==> src/common/ising_pkg.sv <==
// Ising core shared definitions
// Default sizes, register map and energy FSM states
`default_nettype none

package ising_pkg;

    ////////////////////
    // Default sizes
    ////////////////////
    localparam int unsigned NUM_SPIN_DEF   = 8;
    localparam int unsigned BIT_J_DEF      = 4;
    localparam int unsigned BIT_H_DEF      = 4;
    localparam int unsigned ENERGY_BIT_DEF = 16;

    // Host register port
    localparam int unsigned REG_DATA_BIT = 32;
    localparam int unsigned REG_ADDR_BIT = 3;

    ////////////////////
    // Register map
    ////////////////////
    // Word addresses 5 to 7 are unmapped
    typedef enum logic [REG_ADDR_BIT-1:0] {
        REG_CTRL   = 3'd0,
        REG_STATUS = 3'd1,
        REG_SPIN   = 3'd2,
        REG_HBIAS  = 3'd3,
        REG_ENERGY = 3'd4
    } reg_addr_e;

    ////////////////////
    // Energy FSM
    ////////////////////
    typedef enum logic [1:0] {
        ST_IDLE  = 2'd0,
        ST_READ  = 2'd1,
        ST_DRAIN = 2'd2
    } ctrl_state_e;

endpackage

`default_nettype wire

==> src/energy/energy_accum.sv <==
// Energy accumulator
// Local field per row, times the row spin, summed over all rows
`timescale 1ns/1ps
`default_nettype none

module energy_accum import ising_pkg::*; #(
    parameter int unsigned NUM_SPIN   = NUM_SPIN_DEF,
    parameter int unsigned BIT_J      = BIT_J_DEF,
    parameter int unsigned BIT_H      = BIT_H_DEF,
    parameter int unsigned ENERGY_BIT = ENERGY_BIT_DEF
) (
    input  logic                         clk_i,
    input  logic                         rst_n_i,
    input  logic                         row_valid_i,
    input  logic [$clog2(NUM_SPIN)-1:0]  row_idx_i,
    input  logic                         row_last_i,
    input  logic [NUM_SPIN*BIT_J-1:0]    row_data_i,
    input  logic [NUM_SPIN-1:0]          spin_i,
    input  logic [NUM_SPIN*BIT_H-1:0]    hbias_i,
    output logic signed [ENERGY_BIT-1:0] energy_o,
    output logic                         energy_valid_o
);
    logic signed [BIT_J-1:0]      j_col [NUM_SPIN];
    logic signed [ENERGY_BIT-1:0] term  [NUM_SPIN];
    logic signed [BIT_H-1:0]      h_row;
    logic signed [ENERGY_BIT-1:0] field;
    logic signed [ENERGY_BIT-1:0] row_term;
    logic signed [ENERGY_BIT-1:0] acc_q;
    logic                         energy_valid_q;

    ////////////////////
    // Local field
    ////////////////////
    // Spin bit 1 adds J, spin bit 0 subtracts it
    for (genvar j = 0; j < NUM_SPIN; j++) begin : g_col
        assign j_col[j] = row_data_i[j*BIT_J +: BIT_J];
        assign term[j]  = spin_i[j] ? ENERGY_BIT'(j_col[j]) : -ENERGY_BIT'(j_col[j]);
    end

    assign h_row = hbias_i[row_idx_i*BIT_H +: BIT_H];

    always_comb begin
        field = h_row;
        for (int j = 0; j < NUM_SPIN; j++) begin
            field = field + term[j];
        end
    end

    assign row_term = spin_i[row_idx_i] ? field : -field;

    ////////////////////
    // Accumulate
    ////////////////////
    // Row 0 restarts the sum
    always_ff @(posedge clk_i) begin
        if (row_valid_i) begin
            acc_q <= (row_idx_i == '0) ? row_term : acc_q + row_term;
        end
    end

    always_ff @(posedge clk_i) begin
        if (!rst_n_i) begin
            energy_valid_q <= 1'b0;
        end else begin
            energy_valid_q <= row_valid_i && row_last_i;
        end
    end

    assign energy_o       = acc_q;
    assign energy_valid_o = energy_valid_q;

endmodule

`default_nettype wire

==> src/energy/energy_ctrl.sv <==
// Energy engine control FSM
// Sequences the J row reads and tags each row in flight
`timescale 1ns/1ps
`default_nettype none

module energy_ctrl import ising_pkg::*; #(
    parameter int unsigned NUM_SPIN = NUM_SPIN_DEF
) (
    input  logic                        clk_i,
    input  logic                        rst_n_i,
    input  logic                        start_i,
    output logic                        cmpt_idle_o,
    output logic                        rd_en_o,
    output logic [$clog2(NUM_SPIN)-1:0] rd_addr_o,
    output logic                        row_valid_o,
    output logic [$clog2(NUM_SPIN)-1:0] row_idx_o,
    output logic                        row_last_o
);
    localparam int unsigned ADDR_W = $clog2(NUM_SPIN);

    ctrl_state_e       state_q;
    ctrl_state_e       state_d;
    logic [ADDR_W-1:0] cnt_q;
    logic              start_ok;
    logic              rd_en;
    logic              last_rd;
    logic              cmpt_idle_q;
    logic              row_valid_q;
    logic              row_last_q;
    logic [ADDR_W-1:0] row_idx_q;

    assign start_ok = start_i && (state_q == ST_IDLE);
    assign rd_en    = (state_q == ST_READ);
    assign last_rd  = rd_en && (cnt_q == ADDR_W'(NUM_SPIN - 1));

    always_comb begin
        state_d = state_q;
        case (state_q)
            ST_IDLE:  if (start_ok) state_d = ST_READ;
            ST_READ:  if (last_rd) state_d = ST_DRAIN;
            ST_DRAIN: state_d = ST_IDLE;
            default:  state_d = ST_IDLE;
        endcase
    end

    always_ff @(posedge clk_i) begin
        if (!rst_n_i) begin
            state_q     <= ST_IDLE;
            cnt_q       <= '0;
            cmpt_idle_q <= 1'b1;
            row_valid_q <= 1'b0;
            row_last_q  <= 1'b0;
        end else begin
            state_q <= state_d;
            if (start_ok) begin
                cnt_q <= '0;
            end else if (rd_en) begin
                cnt_q <= cnt_q + 1'b1;
            end
            // Idle lags the FSM by one cycle so the last row has drained
            if (start_ok) begin
                cmpt_idle_q <= 1'b0;
            end else if (state_q == ST_IDLE) begin
                cmpt_idle_q <= 1'b1;
            end
            row_valid_q <= rd_en;
            row_last_q  <= last_rd;
        end
    end

    // Row index lines up with the memory data
    always_ff @(posedge clk_i) begin
        row_idx_q <= cnt_q;
    end

    assign cmpt_idle_o = cmpt_idle_q;
    assign rd_en_o     = rd_en;
    assign rd_addr_o   = cnt_q;
    assign row_valid_o = row_valid_q;
    assign row_idx_o   = row_idx_q;
    assign row_last_o  = row_last_q;

endmodule

`default_nettype wire

==> src/logic/coupling_mem.sv <==
// Coupling matrix memory, one row of J per spin
// Host write port and one registered read port
`timescale 1ns/1ps
`default_nettype none

module coupling_mem import ising_pkg::*; #(
    parameter int unsigned NUM_SPIN = NUM_SPIN_DEF,
    parameter int unsigned BIT_J    = BIT_J_DEF
) (
    input  logic                        clk_i,
    input  logic                        j_we_i,
    input  logic [$clog2(NUM_SPIN)-1:0] j_waddr_i,
    input  logic [NUM_SPIN*BIT_J-1:0]   j_wdata_i,
    input  logic                        rd_en_i,
    input  logic [$clog2(NUM_SPIN)-1:0] rd_addr_i,
    output logic [NUM_SPIN*BIT_J-1:0]   rd_data_o
);
    localparam int unsigned ROW_W = NUM_SPIN * BIT_J;

    logic [ROW_W-1:0] mem_q [NUM_SPIN];
    logic [ROW_W-1:0] rd_data_q;

    // Host row write
    always_ff @(posedge clk_i) begin
        if (j_we_i) begin
            mem_q[j_waddr_i] <= j_wdata_i;
        end
    end

    // One cycle read latency
    always_ff @(posedge clk_i) begin
        if (rd_en_i) begin
            rd_data_q <= mem_q[rd_addr_i];
        end
    end

    assign rd_data_o = rd_data_q;

endmodule

`default_nettype wire

==> src/logic/ising_core.sv <==
// Ising core top level
// Register bank, coupling memory and energy engine
`timescale 1ns/1ps
`default_nettype none

module ising_core import ising_pkg::*; #(
    parameter int unsigned NUM_SPIN   = NUM_SPIN_DEF,
    parameter int unsigned BIT_J      = BIT_J_DEF,
    parameter int unsigned BIT_H      = BIT_H_DEF,
    parameter int unsigned ENERGY_BIT = ENERGY_BIT_DEF
) (
    input  logic                        clk_i,
    input  logic                        rst_n_i,
    input  logic                        reg_valid_i,
    input  logic                        reg_write_i,
    input  logic [REG_ADDR_BIT-1:0]     reg_addr_i,
    input  logic [REG_DATA_BIT-1:0]     reg_wdata_i,
    input  logic                        j_we_i,
    input  logic [$clog2(NUM_SPIN)-1:0] j_waddr_i,
    input  logic [NUM_SPIN*BIT_J-1:0]   j_wdata_i,
    output logic [REG_DATA_BIT-1:0]     reg_rdata_o,
    output logic                        reg_rvalid_o,
    output logic                        reg_error_o
);
    localparam int unsigned ROW_W  = NUM_SPIN * BIT_J;
    localparam int unsigned ADDR_W = $clog2(NUM_SPIN);

    logic                         start;
    logic                         cmpt_idle;
    logic [NUM_SPIN-1:0]          spin;
    logic [NUM_SPIN*BIT_H-1:0]    hbias;
    logic signed [ENERGY_BIT-1:0] energy;
    logic                         energy_valid;
    logic                         rd_en;
    logic [ADDR_W-1:0]            rd_addr;
    logic [ROW_W-1:0]             rd_data;
    logic                         row_valid;
    logic [ADDR_W-1:0]            row_idx;
    logic                         row_last;

    ////////////////////
    // Register bank
    ////////////////////
    ising_core_regs #(
        .NUM_SPIN       (NUM_SPIN      ),
        .BIT_H          (BIT_H         ),
        .ENERGY_BIT     (ENERGY_BIT    )
    ) u_ising_core_regs (
        .clk_i          (clk_i         ),
        .rst_n_i        (rst_n_i       ),
        .reg_valid_i    (reg_valid_i   ),
        .reg_write_i    (reg_write_i   ),
        .reg_addr_i     (reg_addr_i    ),
        .reg_wdata_i    (reg_wdata_i   ),
        .reg_rdata_o    (reg_rdata_o   ),
        .reg_rvalid_o   (reg_rvalid_o  ),
        .reg_error_o    (reg_error_o   ),
        .cmpt_idle_i    (cmpt_idle     ),
        .energy_i       (energy        ),
        .energy_valid_i (energy_valid  ),
        .start_o        (start         ),
        .spin_o         (spin          ),
        .hbias_o        (hbias         )
    );

    ////////////////////
    // J memory
    ////////////////////
    coupling_mem #(
        .NUM_SPIN  (NUM_SPIN ),
        .BIT_J     (BIT_J    )
    ) u_coupling_mem (
        .clk_i     (clk_i    ),
        .j_we_i    (j_we_i   ),
        .j_waddr_i (j_waddr_i),
        .j_wdata_i (j_wdata_i),
        .rd_en_i   (rd_en    ),
        .rd_addr_i (rd_addr  ),
        .rd_data_o (rd_data  )
    );

    ////////////////////
    // Energy engine
    ////////////////////
    energy_ctrl #(
        .NUM_SPIN    (NUM_SPIN )
    ) u_energy_ctrl (
        .clk_i       (clk_i    ),
        .rst_n_i     (rst_n_i  ),
        .start_i     (start    ),
        .cmpt_idle_o (cmpt_idle),
        .rd_en_o     (rd_en    ),
        .rd_addr_o   (rd_addr  ),
        .row_valid_o (row_valid),
        .row_idx_o   (row_idx  ),
        .row_last_o  (row_last )
    );

    energy_accum #(
        .NUM_SPIN       (NUM_SPIN    ),
        .BIT_J          (BIT_J       ),
        .BIT_H          (BIT_H       ),
        .ENERGY_BIT     (ENERGY_BIT  )
    ) u_energy_accum (
        .clk_i          (clk_i       ),
        .rst_n_i        (rst_n_i     ),
        .row_valid_i    (row_valid   ),
        .row_idx_i      (row_idx     ),
        .row_last_i     (row_last    ),
        .row_data_i     (rd_data     ),
        .spin_i         (spin        ),
        .hbias_i        (hbias       ),
        .energy_o       (energy      ),
        .energy_valid_o (energy_valid)
    );

endmodule

`default_nettype wire

==> src/logic/ising_core_regs.sv <==
// Ising core register bank
// Host decode, operand registers, start pulse and energy latch
`timescale 1ns/1ps
`default_nettype none

module ising_core_regs import ising_pkg::*; #(
    parameter int unsigned NUM_SPIN   = NUM_SPIN_DEF,
    parameter int unsigned BIT_H      = BIT_H_DEF,
    parameter int unsigned ENERGY_BIT = ENERGY_BIT_DEF
) (
    input  logic                         clk_i,
    input  logic                         rst_n_i,
    input  logic                         reg_valid_i,
    input  logic                         reg_write_i,
    input  logic [REG_ADDR_BIT-1:0]      reg_addr_i,
    input  logic [REG_DATA_BIT-1:0]      reg_wdata_i,
    output logic [REG_DATA_BIT-1:0]      reg_rdata_o,
    output logic                         reg_rvalid_o,
    output logic                         reg_error_o,
    input  logic                         cmpt_idle_i,
    input  logic signed [ENERGY_BIT-1:0] energy_i,
    input  logic                         energy_valid_i,
    output logic                         start_o,
    output logic [NUM_SPIN-1:0]          spin_o,
    output logic [NUM_SPIN*BIT_H-1:0]    hbias_o
);
    localparam int unsigned HB_W = NUM_SPIN * BIT_H;

    reg_addr_e                    addr;
    logic                         wr_acc;
    logic                         rd_acc;
    logic                         bad_addr;
    logic                         ro_hit;
    logic                         err_d;
    logic [REG_DATA_BIT-1:0]      rdata_d;
    logic [NUM_SPIN-1:0]          spin_q;
    logic [HB_W-1:0]              hbias_q;
    logic signed [ENERGY_BIT-1:0] energy_q;
    logic                         energy_done_q;
    logic [REG_DATA_BIT-1:0]      rdata_q;
    logic                         rvalid_q;
    logic                         error_q;

    assign addr   = reg_addr_e'(reg_addr_i);
    assign wr_acc = reg_valid_i && reg_write_i;
    assign rd_acc = reg_valid_i && !reg_write_i;

    ////////////////////
    // Decode
    ////////////////////
    always_comb begin
        bad_addr = 1'b0;
        ro_hit   = 1'b0;
        rdata_d  = '0;
        case (addr)
            // Start is a pulse only, reads as zero
            REG_CTRL:   rdata_d = '0;
            REG_STATUS: begin
                ro_hit       = 1'b1;
                rdata_d[1:0] = {energy_done_q, cmpt_idle_i};
            end
            REG_SPIN:   rdata_d[NUM_SPIN-1:0] = spin_q;
            REG_HBIAS:  rdata_d[HB_W-1:0] = hbias_q;
            REG_ENERGY: begin
                ro_hit  = 1'b1;
                rdata_d = {{(REG_DATA_BIT-ENERGY_BIT){energy_q[ENERGY_BIT-1]}}, energy_q};
            end
            default:    bad_addr = 1'b1;
        endcase
    end

    assign err_d = reg_valid_i && (bad_addr || (reg_write_i && ro_hit));

    // Start dropped while a run is in progress
    assign start_o = wr_acc && (addr == REG_CTRL) && reg_wdata_i[0] && cmpt_idle_i;

    ////////////////////
    // Operands
    ////////////////////
    always_ff @(posedge clk_i) begin
        if (!rst_n_i) begin
            spin_q  <= '0;
            hbias_q <= '0;
        end else if (wr_acc && cmpt_idle_i) begin
            if (addr == REG_SPIN) begin
                spin_q <= reg_wdata_i[NUM_SPIN-1:0];
            end
            if (addr == REG_HBIAS) begin
                hbias_q <= reg_wdata_i[HB_W-1:0];
            end
        end
    end

    // Energy result and sticky done
    always_ff @(posedge clk_i) begin
        if (!rst_n_i) begin
            energy_q      <= '0;
            energy_done_q <= 1'b0;
        end else begin
            if (energy_valid_i) begin
                energy_q <= energy_i;
            end
            if (start_o) begin
                energy_done_q <= 1'b0;
            end else if (energy_valid_i) begin
                energy_done_q <= 1'b1;
            end
        end
    end

    ////////////////////
    // Response
    ////////////////////
    always_ff @(posedge clk_i) begin
        if (!rst_n_i) begin
            rvalid_q <= 1'b0;
            error_q  <= 1'b0;
        end else begin
            rvalid_q <= rd_acc && !bad_addr;
            error_q  <= err_d;
        end
    end

    always_ff @(posedge clk_i) begin
        if (rd_acc) begin
            rdata_q <= rdata_d;
        end
    end

    assign reg_rdata_o  = rdata_q;
    assign reg_rvalid_o = rvalid_q;
    assign reg_error_o  = error_q;
    assign spin_o       = spin_q;
    assign hbias_o      = hbias_q;

endmodule

`default_nettype wire

==> config.mk <==
export PLATFORM = sky130hd
export DESIGN_NAME = ising_core
export DESIGN_NICKNAME = d
export VERILOG_FILES = /design/src/common/ising_pkg.sv /design/src/energy/energy_accum.sv /design/src/energy/energy_ctrl.sv /design/src/logic/coupling_mem.sv /design/src/logic/ising_core.sv /design/src/logic/ising_core_regs.sv
export SDC_FILE = /design/constraint.sdc
export NUM_CORES = 1
export LEC_CHECK = 0
export BUFFER_PORTS_ARGS = -buffer_cell sky130_fd_sc_hd__buf_2
export CORE_ASPECT_RATIO = 0.8
export CORE_MARGIN = 2
export CORE_UTILIZATION = 62
export DETAILED_ROUTE_END_ITERATION = 7
export PLACE_DENSITY_LB_ADDON = 0.1
export SKIP_CTS_REPAIR_TIMING = 1
export SLEW_MARGIN = 20
export SYNTH_ARGS = -nofsm -noshare
export SYNTH_HDL_FRONTEND = slang
export SYNTH_SLANG_ARGS = --single-unit
==> constraint.sdc <==
create_clock -name clk_i -period 10.7 [get_ports clk_i]
set_clock_uncertainty 0.15 [all_clocks]
set_input_delay 0.535 -clock clk_i [delete_from_list [all_inputs] [get_ports clk_i]]
set_output_delay 0.535 -clock clk_i [all_outputs]
set_load 0.05 [all_outputs]
Yosys cells after proc, flatten, opt, wreduce, memory -nomap -nowiden
Memories as Yosys holds them, arrays and structs flattened. A register that Yosys moved wholly into a read port is not among the register bits.
Cells that the tools add are included.

operators by class
  add/sub/neg operators = 19
  bitwise operators = 1
  shift operators = 1
  magnitude comparators = 1
  multiplexer cells = 24
  equality and inequality tests = 8
  reductions and logical operators = 25

operators by type and width
  kind                 count
  $mux 16              10
  $add 16x16->16       8
  $neg 4->16           8
  $pmux 24 s2          1
  $shiftx 32x6->4      1
  $pmux 6 s3           1
  $add 4x16->16        1
  $neg 16->16          1
  $logic_and 1x1->1    12
  $pmux 2 s4           1
  $mux 1               7
  $eq 3x2->1 const B   2
  $eq 3x3->1 const B   2
  $logic_not 3->1      2
  $reduce_and 2->1     3
  $reduce_or 2->1      3
  $reduce_or 5->1      1
  $lt 3x4->1 const B   1
  $mux 2               2
  $pmux 2 s2           1
  $add 3x1->3 const B  1
  $bmux 1 s3           1
  $eq 3x1->1 const B   1
  $eq 2x1->1 const B   1
  7 further kinds      7

storage, ports and cells
  RAM bits = 256
  logic and storage cells = 95
  memories = 1
  bits in registers = 119
  output and inout bits = 34
  input port bits = 75

memory list
  memory                depth  width  read ports  clocked after memory_dff  write ports  RTL line            source
  u_coupling_mem.mem_q  8      32     1           1                         1            coupling_mem.sv:20  logic [ROW_W-1:0] mem_q [NUM_SPIN];

Logic depth before layout (Yosys ltp)
Gate-level depths: netlist of the first run.

  depth in word-level cells = 14
  gate-level depth with buffers = 33

By module
From an unflattened synthesis of the first run, not the netlist that was laid out.

unflattened totals
  cells, all modules = 1,495
  area, all modules = 21,275.4 um^2

modules (own cells, without submodules)
  module           cells an instance  area each (um^2)  seq. area each (um^2)  times used
  coupling_mem     415                10,786.6          8,648.3                1
  energy_accum     724                6,408.6           500.5                  1
  ising_core_regs  323                3,708.6           2,142.1                1
  energy_ctrl      33                 371.6             220.2                  1

Worst setup path before layout of the first run
OpenSTA, ideal clock, no wires.

  path type = reg-to-reg
  start = register u_energy_ctrl.row_idx_q[0] (netlist: u_energy_ctrl.row_idx_o[0])
  end = register u_energy_accum.acc_q[15] (netlist: u_energy_accum.energy_o[15]), data pin
  required time = 10.292 ns
  cell stages (with the launch flop) = 29
  setup slack = 2.268 ns
  period minus slack after synthesis = 8.432 ns
  setup time = 0.258 ns
  arrival = 8.024 ns
  cells stage by stage = dfxtp_1 buf_1 mux4_2 mux2i_1 inv_1 fa_1 fa_1 fa_1 inv_1 fa_1 inv_1 ha_1 a211o_1 a21oi_2 o311ai_1 or3_4 or3_4 o21ai_0 xnor2_1 ha_1 nor2_1 nor2b_1 o21ai_0 a21oi_1 o31ai_1 xor2_1 nor2_1 xnor2_1 xnor2_1

between the ends
  longest elaborated chain between the ends = 13

ends and longest elaborated chain
  element                      RTL line            source
  from (decl)                  energy_ctrl.sv:30   logic [ADDR_W-1:0] row_idx_q;
  from (signal assigned)       energy_ctrl.sv:73   row_idx_q <= cnt_q;
  $shiftx 32x6->4              energy_accum.sv:40  assign h_row = hbias_i[row_idx_i*BIT_H +: BIT_H];
  $add 4x16->16                energy_accum.sv:45  field = field + term[j];
  $add 16x16->16 (7 in a row)  energy_accum.sv:45
  $neg 16->16                  energy_accum.sv:49  assign row_term = spin_i[row_idx_i] ? field : -field;
  $mux 16                      energy_accum.sv:49
  $add 16x16->16               energy_accum.sv:57  acc_q <= (row_idx_i == '0) ? row_term : acc_q + row_term;
  $mux 16 (*)                  energy_accum.sv:57
  to (signal assigned)         energy_accum.sv:57
  to (decl)                    energy_accum.sv:28  logic signed [ENERGY_BIT-1:0] acc_q;

Every way passes the cells marked *; elsewhere a longest branch is shown, timed or not. The select of a mux whose other input is x is not followed.
A chain may end at the register's enable or synchronous reset.

Final worst setup path of the first run
Same ends and word-level chain as after synthesis.

==> results of run 1 <==
[metal layers]
metal / share of wire / vias to the layer above / wire (um) / global-route usage
met3: 0.062 / 65 / 2620 / 0.0516
li1: - / 5539 / - / -
met1: 0.45 / 5813 / 18900 / 0.351
met5: 0.00031 / - / 13 / 0
met4: 0.018 / 2 / 751 / 0.0596
met2: 0.47 / 339 / 19900 / 0.406
[through the flow]
stage                     cell area [sq um]  hold slack, ps  utilization  power, uW  setup WS [ps]
final                                 23100            91.5        0.703       4210           1700
after global routing                  23100            98.8        0.703       4450            951
after CTS                             23000            77.5        0.703       4230           1680
after detailed placement              21800             233        0.667       2950           1700
after global placement                21800             234        0.667       2920           1810
after floorplan                       20800             204            -       2710           2270
[final timing paths]
check,end,startpoint,cells past startpoint
worst max-delay path,u_energy_accum.energy_o[15]$_DFFE_PP_,u_energy_ctrl.row_idx_o[0]$_DFF_P_,26
worst min-delay path,u_ising_core_regs.reg_rvalid_o$_SDFF_PN0_,reg_write_i,2
worst max register to register,u_energy_accum.energy_o[15]$_DFFE_PP_,u_energy_ctrl.row_idx_o[0]$_DFF_P_,26
worst min register to register,u_energy_ctrl.row_idx_o[2]$_DFF_P_,u_energy_ctrl.rd_addr_o[2]$_SDFFE_PP0P_,0
[Yosys cell counts (all sizes together), types with 2 or more instances]
cell / number / area [sq um]
a2111oi: 2 / 17.5
a211o: 3 / 26.3
a211oi: 8 / 60.1
a21boi: 36 / 270
a21o: 26 / 195
a21oi: 28 / 144
a22o: 7 / 61.3
a22oi: 2 / 15.0
a31oi: 3 / 18.8
and2: 3 / 18.8
and3: 3 / 18.8
buf: 15 / 56.3
clkbuf: 44 / 165
dfxtp: 71 / 1420
edfxtp: 336 / 10100
fa: 86 / 1720
ha: 75 / 938
inv: 170 / 638
mux2: 47 / 529
mux2i: 57 / 571
mux4: 74 / 1670
nand2: 115 / 432
nand2b: 12 / 75.1
nand3: 7 / 35.0
nand4: 3 / 18.8
nor2: 46 / 173
nor2b: 36 / 225
nor3: 8 / 40.0
nor3b: 2 / 15.0
nor4: 3 / 33.8
o21a: 8 / 61.3
o21ai: 57 / 285
o21bai: 6 / 45.0
o311ai: 3 / 26.3
o31ai: 5 / 37.5
or2: 4 / 25.0
or3: 12 / 85.1
xnor2: 39 / 342
xor2: 12 / 105
[logic make-up after synthesis]
| kind of cell | Yosys count |
|---|---|
| simple gates | 256 |
| flops | 407 |
| mux | 178 |
| xor+xnor | 51 |
| buf+inv | 229 |
| fa+ha+maj | 161 |
| compound gates | 201 |
[report_power, final]
group | leakage, uW | internal [uW] | total [uW] | switching, uW
Clock | 0.000572 | 720 | 1290 | 566
Sequential | 0.00364 | 1780 | 1790 | 14.2
Combinational | 0.00441 | 489 | 1130 | 642
Total | 0.00863 | 2980 | 4210 | 1220
[state kept, by name (all words and copies together), names as in the netlist]
name                             flops
u_coupling_mem.mem_q               256
u_coupling_mem.rd_data_o            32
u_ising_core_regs.hbias_o           32
u_ising_core_regs.reg_rdata_o       32
u_energy_accum.energy_o             16
u_ising_core_regs.energy_q          16
u_ising_core_regs.spin_o             8
u_energy_ctrl.rd_addr_o              3
u_energy_ctrl.row_idx_o              3
u_energy_ctrl.state_q                2
u_energy_accum.energy_valid_o        1
u_energy_ctrl.cmpt_idle_o            1
u_energy_ctrl.row_last_o             1
u_energy_ctrl.row_valid_o            1
u_ising_core_regs.energy_done_q      1
u_ising_core_regs.reg_error_o        1
u_ising_core_regs.reg_rvalid_o       1
[layout make-up]
type	instances	area (sq um)
fillers	2224	9730
clock buffers	59	1110
clock inverters	12	70.1
multi-input cells	847	8490
repair buffers	126	688
inverters	170	638
flip-flops and latches	407	11500
well taps	427	534
[critical path, stage by stage (launching register included)]
cell      delay (ps)
dfxtp_1          750
mux4_2           580
mux2i_1          760
inv_1            370
fa_1             620
fa_1             530
fa_1             550
inv_1             50
fa_1             530
inv_1             40
ha_1             350
nor2b_1          170
o31a_1           280
or4b_1           470
o311ai_1         170
o31ai_1          140
xnor2_1          300
ha_1             310
o21a_1           120
a211oi_1         370
nor2b_1          220
a21oi_1          100
o31ai_1          270
xor2_1           180
nor2_1            70
xnor2_1          140
xnor2_1          130
==> flow_summary.toml, run 1 <==
[hold_path]
hp-class = "input pin to flop"

[clock_network]
clock-sinks = 407
numCtsBuffers = 39
cts.root.buffer_cell = "clkbuf_16"
path_clk_slew_ps = 60
clockBufferDepth = 3
htree_levels = 2
clock_latency_ps = 540
cts_tree = "built"

[synthesis]
synth_ff_type = "edfxtp_1"
synth_top_family_by_area = "multiplexers"
synth_seq_cells = 407
synth-compound-area-share = 0.0639
synth_warnings = 0
yosys.area_share.simple = 0.0584
syn_inst = 1483
synth_xor_area_frac = 0.0215
synth.yosys.seq_area_share = 0.554
synthesis.area_sq_um = 20800
synthArstFlopShare = 0
synth_nets = 1719
syn_avg_cell_area_sq_um = 14.0
ys_types = 53
synth_edf_count = 336
muxShareOfSynthArea = 0.133
synth-adder-area-share = 0.128

[global_routing]
antenna_found_initial = 1
grt_max_degree = 68
grt_pass1_wl_um = 67000
grt_usage = 0.249
gr-total-overflow = 0
grt_pass1_vias = 12200

[finish]
areaGrowthSynthToFinish_pct = 10.9
mostFrequentLayoutCell = "edfxtp_1"
fin_cells = 2048
finalNetCount = 1827
mostFrequentLayoutCells = "edfxtp_1 (336), inv_1 (170), nand2_1 (115), buf_2 (108), fa_1 (86)"
drive_above_1_share = 0.199
antenna_cells = 0

[sta]
min_period_over_period = 0.841
max_freq_ghz = 0.111
layout_min_cycle_time_ps = 9000
hold_violations = 0
worstMarginPinSlew_ps = 1010
setup_violations = 0
rsz0062_at_grt = "no"
slew_violations = 0
slew_headroom = 0.324
setup-tns-final_ps = 0

[setup_path]
worst-setup-path-type = "flop to flop"
cp_data_arrival_time_ps = 9140
critPathRequiredTime_ps = 10840
start_kind = "flop"
cp_max_fo = 11
reg2reg_slack_ps = 1700
cp-end-kind = "flop"

[routing]
drtIter0Drc = 728
dr.pass1.iters = 5
vias = 11800
ant_nets = 0
route.detailed.drc = 0
routed_wl_um = 42100
detail_route.wl_per_cell_um = 20.6
via_per_inst = 5.74

[run_status]
status = "finished clean"

[die]
die-area_sq_um = 35000
floorplan.rows = 59
die_y_um = 168
design.core.area_sq_um = 32800
die_x_um = 209
start_util = 0.634
io_pins = 109

[placed_design]
dp_cells = 1976
gp_routability_congestion = 0.936
portBuffers = 108
hpwlAfterDp_um = 28800

[flow_run]
cap_violations = 0

[pwr]
p_leak_uw = 0.00863
power_density_nw_per_um2 = 182
vdd_ir_drop_max_uv = 174
(Power assumes the default switching activity.)
==> run 2: changes to the inputs <==
--- a/config.mk
+++ b/config.mk
@@ -8,7 +8,7 @@
 export BUFFER_PORTS_ARGS = -buffer_cell sky130_fd_sc_hd__buf_2
 export CORE_ASPECT_RATIO = 0.8
 export CORE_MARGIN = 2
-export CORE_UTILIZATION = 62
+export CORE_UTILIZATION = 56
 export DETAILED_ROUTE_END_ITERATION = 7
 export PLACE_DENSITY_LB_ADDON = 0.1
 export SKIP_CTS_REPAIR_TIMING = 1
==> constraint.sdc (replaced) <==
create_clock -name clk_i -period 7.5 [get_ports clk_i]
set_clock_uncertainty 0.15 [all_clocks]
set_input_delay 0.375 -clock clk_i [delete_from_list [all_inputs] [get_ports clk_i]]
set_output_delay 0.375 -clock clk_i [all_outputs]
set_load 0.05 [all_outputs]
==> run 2 against run 1 <==
The run now ends with hold timing left. Combinational power up 98%. First-iteration DRC count grew 28%. Clock power is 64% higher. Sequential power is 42% higher. Die area grew 10%. Final cell count grew 11%. Maximum frequency increased by 21%. Flip-flop and latch count stayed put. Power up 64%.
==> flow_summary.toml, run 2 (synthesis results as in run 1) <==
[die]
die_y_um = 176
design.core.area_sq_um = 36800
start_util = 0.565
die_x_um = 219
io_pins = 109
die-area_sq_um = 38700
floorplan.rows = 63

[global_routing]
grt_pass1_vias = 12300
grt_max_degree = 68
grt_pass1_wl_um = 68200
antenna_found_initial = 0
gr-total-overflow = 0
grt_usage = 0.232

[finish]
antenna_cells = 0
fin_cells = 2275
drive_above_1_share = 0.293
areaGrowthSynthToFinish_pct = 21.5
largest_reg_flops = 256
mostFrequentLayoutCells = "edfxtp_1 (336), inv_1 (157), nand2_1 (113), buf_4 (113), buf_2 (108)"
regMostFlops = "u_coupling_mem.mem_q"
fillCellCount = 2533
finalNetCount = 1993
mostFrequentLayoutCell = "edfxtp_1"
final_area_sq_um = 25200

[placed_design]
gp_routability_congestion = 0.885
dp_cells = 2113
portBuffers = 108
hpwlAfterDp_um = 29800
placed_area_sq_um = 22500
dpl_worst_slack_ps = -147

[sta]
rsz0062_at_grt = "yes"
slew_headroom = 0.318
worst_slack_ps = 47.3
min_period_over_period = 0.994
max_freq_ghz = 0.134
hold_ws_ps = -8.87
setup-tns-final_ps = 0
setup_violations = 0
worstMarginPinSlew_ps = 994
hold_violations = 1
layout_min_cycle_time_ps = 7450
slew_violations = 0

[clock_network]
htree_levels = 2
cts_tree = "built"
clock_latency_ps = 550
clock-sinks = 407
numCtsBuffers = 39
cts.root.buffer_cell = "clkbuf_16"
path_clk_slew_ps = 60
clockBufferDepth = 3

[setup_path]
cp_slowest_cell = "fa_1"
cp_max_fo = 4
worst-setup-path-type = "flop to flop"
slowest_delay_ps = 560
cp_data_arrival_time_ps = 7610
critPathRequiredTime_ps = 7660
cp-end-kind = "flop"
start_kind = "flop"

[routing]
route.detailed.drc = 0
via_per_inst = 5.45
detail_route.wl_per_cell_um = 19.7
dr.pass1.iters = 5
vias = 12400
ant_nets = 0
drtIter0Drc = 933
routed_wl_um = 44800

[pwr]
power_density_nw_per_um2 = 274
power.total_uw = 6910
p_leak_uw = 0.00959
vdd_ir_drop_max_uv = 289

[flow_run]
cap_violations = 0

[run_status]
violations = "hold timing"
status = "finished with violations"

[hold_path]
hp-class = "input pin to flop"
[run 2: changes by cell type in the layout (fill, tap and decap cells not counted), moves of 6 or more]
cell | previous run | this run
a21oi_1 | 27 | 21
buf_4 | 17 | 113
bufinv_16 | 0 | 7
clkbuf_1 | 15 | 7
dlygate4sd3_1 | 0 | 66
ha_1 | 75 | 62
ha_2 | 0 | 6
ha_4 | 0 | 7
inv_1 | 170 | 157
inv_2 | 0 | 12
o21ai_0 | 57 | 42
o21ai_1 | 0 | 9
or3_1 | 9 | 2
or3_4 | 2 | 9
[run 2: critical path: cells and delay by family, from the launching register on]
family,cells,cell delay [ps]
compound gates,8,1470
xor+xnor,4,720
fa+ha+maj,8,3020
buf+inv,6,350
simple gates,5,1060
flops,1,410
[run 2: power by group]
part,leakage [uW],switching (uW),internal (uW)
registers,0.00365,18.6,2530
logic,0.00527,1140,1100
clock network,0.000676,837,1280
[run 2: stage by stage]
stage / hold slack (ps) / util
final: -8.87 / 0.686
after CTS: -121 / 0.650
after global routing: 8.98 / 0.686
after global placement: 298 / 0.612
after detailed placement: 309 / 0.612
after floorplan: 204 / -
[run 2: layout make-up]
type                       instances  area [sq um]  area share
multi-input combinational        847          8960       0.355
clock inverter                    20           293      0.0116
sequential                       407         11500       0.456
tap                              487           609      0.0241
clock buffer                      52          1100      0.0436
timing repair buffer             292          2120      0.0841
inverter                         170           641      0.0254
[run 2: routing by layer]
| metal | wire [um] | up-vias | global-route usage | part of all wire |
|---|---|---|---|---|
| li1 | - | 5866 | - | - |
| met1 | 20400 | 6197 | 0.335 | 0.45 |
| met2 | 21500 | 274 | 0.376 | 0.48 |
| met3 | 2190 | 59 | 0.0374 | 0.049 |
| met4 | 812 | 0 | 0.0498 | 0.018 |
| met5 | 0 | - | 0 | 0 |
[run 2: final timing paths]
kind / from / endpoint / slack, ps / cells after the start
setup / recovery: u_coupling_mem.rd_data_o[8]$_DFFE_PP_ / u_energy_accum.energy_o[15]$_DFFE_PP_ / 50 / 31
hold / removal: reg_wdata_i[4] / u_ising_core_regs.hbias_o[4]$_SDFFE_PN0P_ / -9 / 3
setup reg to reg: u_coupling_mem.rd_data_o[8]$_DFFE_PP_ / u_energy_accum.energy_o[15]$_DFFE_PP_ / 50 / 31
hold reg to reg: u_energy_ctrl.row_last_o$_SDFF_PN0_ / u_energy_accum.energy_valid_o$_SDFF_PN0_ / 320 / 1
==> run 3: changes to the inputs <==
==> constraint.sdc (replaced) <==
create_clock -name clk_i -period 7.5 [get_ports clk_i]
set_clock_uncertainty 0.15 [all_clocks]
set_input_delay 0 -clock clk_i [delete_from_list [all_inputs] [get_ports clk_i]]
set_output_delay 0 -clock clk_i [all_outputs]
set_load 0.05 [all_outputs]
==> run 3 against run 2 <==
The run still ends with hold timing left. Critical path depth unchanged. Flip-flop and latch count unchanged. Global-route usage unchanged. Sequential share of layout area down 0.29 points. Final cell count up 0.70%. Clock-buffer cell count unchanged. Combinational power about the same. Worst hold slack worse by 42 ps. First-iteration DRC count up 3.0%. Non-clock buffer count up 16. Utilization up 0.44 points. Critical path type unchanged. Critical endpoint unchanged. Largest power group unchanged. Highest routed layer unchanged.
==> flow_summary.toml, run 3 (synthesis results as in run 1) <==
[run_status]
status = "finished with violations"
violations = "hold timing"

[finish]
largest_reg_flops = 256
drive_above_1_share = 0.290
antenna_cells = 0
fin_cells = 2291
finalNetCount = 2009
mostFrequentLayoutCell = "edfxtp_1"
areaGrowthSynthToFinish_pct = 22.2
mostFrequentLayoutCells = "edfxtp_1 (336), inv_1 (157), nand2_1 (113), buf_4 (113), buf_2 (108)"
fillCellCount = 2519
regMostFlops = "u_coupling_mem.mem_q"

[sta]
slew_headroom = 0.301
layout_min_cycle_time_ps = 7450
rsz0062_at_grt = "yes"
slew_violations = 0
hold_violations = 8
max_freq_ghz = 0.134
setup_violations = 0
worstMarginPinSlew_ps = 1050
setup-tns-final_ps = 0
worst_slack_ps = 46.3
hold_ws_ps = -50.6
min_period_over_period = 0.994

[routing]
ant_nets = 0
detail_route.wl_per_cell_um = 19.7
route.detailed.drc = 0
routed_wl_um = 45100
dr.pass1.iters = 5
drtIter0Drc = 961
vias = 12600
via_per_inst = 5.49

[flow_run]
cap_violations = 0

[hold_path]
holdPathEnd = "u_ising_core_regs.reg_rdata_o[0]$_DFFE_PP_"
hold_depth = 5
hold_start = "reg_addr_i[1]"
hp-class = "input pin to flop"

[global_routing]
antenna_found_initial = 0
gr-total-overflow = 0
grt_max_degree = 68
grt_usage = 0.232
grt_pass1_wl_um = 68200
grt_pass1_vias = 12300

[setup_path]
reg2reg_slack_ps = 50
cp_slowest_cell = "fa_1"
r2r-end = "u_energy_accum.energy_o[15]$_DFFE_PP_"
slowest_delay_ps = 560
start_kind = "flop"
worst-setup-path-type = "flop to flop"
cp_max_fo = 4
cp_data_arrival_time_ps = 7610
reg2reg_from = "u_coupling_mem.rd_data_o[8]$_DFFE_PP_"
r2r_cells = 31
cp-end-kind = "flop"
critPathRequiredTime_ps = 7660

[placed_design]
hpwlAfterDp_um = 29800
gp_routability_congestion = 0.885
dp_cells = 2113
portBuffers = 108
dpl_worst_slack_ps = -147

[clock_network]
clock_latency_ps = 550
clock-sinks = 407
cts_tree = "built"
htree_levels = 2
numCtsBuffers = 39
cts.root.buffer_cell = "clkbuf_16"
path_clk_slew_ps = 60
clockBufferDepth = 3

[die]
design.core.area_sq_um = 36800
floorplan.rows = 63
die-area_sq_um = 38700
die_y_um = 176
start_util = 0.565
die_x_um = 219
io_pins = 109

[pwr]
power.total_uw = 6920
vdd_ir_drop_max_uv = 290
p_leak_uw = 0.00964
power_density_nw_per_um2 = 272
run 3: through the flow:
step / area [sq um] / utilization
global route: 25400 / 0.690
global placement: 22500 / 0.612
detailed placement: 22500 / 0.612
floorplan: 20800 / -
CTS: 23900 / 0.650
finish: 25400 / 0.690
run 3: area by class of cell:
class,count,area (sq um),share of cell area
sequential,407,11500,0.453
clock inverter,20,293,0.0115
timing repair buffer,308,2280,0.0899
inverter,170,641,0.0252
tap,487,609,0.0240
clock buffer,52,1100,0.0433
multi-input combinational,847,8960,0.353
run 3: worst max-delay path: cells and delay by family (launching register included):
kind | cells | cell delay [ps]
simple gates | 5 | 1060
flops | 1 | 410
fa+ha+maj | 8 | 3020
compound gates | 8 | 1470
buf+inv | 6 | 350
xor+xnor | 4 | 720
run 3: worst max path at each step:
stage / to / cells past startpoint / from
global route: u_energy_accum.energy_o[15]$_DFFE_PP_ / 31 / u_coupling_mem.rd_data_o[9]$_DFFE_PP_
finish: u_energy_accum.energy_o[15]$_DFFE_PP_ / 31 / u_coupling_mem.rd_data_o[8]$_DFFE_PP_
floorplan: u_energy_accum.energy_o[15]$_DFFE_PP_ / 26 / u_energy_ctrl.row_idx_o[0]$_DFF_P_
detailed placement: u_energy_accum.energy_o[15]$_DFFE_PP_ / 29 / u_coupling_mem.rd_data_o[18]$_DFFE_PP_
CTS: u_energy_accum.energy_o[15]$_DFFE_PP_ / 29 / u_coupling_mem.rd_data_o[18]$_DFFE_PP_
global placement: u_energy_accum.energy_o[15]$_DFFE_PP_ / 29 / u_energy_ctrl.row_idx_o[0]$_DFF_P_
run 3: layer usage:
layer / up-vias / routed length (um) / track usage
li1: 5905 / - / -
met1: 6297 / 20300 / 0.335
met2: 316 / 21700 / 0.376
met3: 63 / 2310 / 0.0374
met4: 0 / 852 / 0.0498
met5: - / 0 / 0
run 3: power breakdown:
group	total (uW)	switching, uW	leakage (uW)	internal, uW
sequential	2550	18.6	0.00365	2530
combinational	2240	1140	0.00531	1100
clock	2120	838	0.000676	1280
total	6920	2000	0.00964	4920
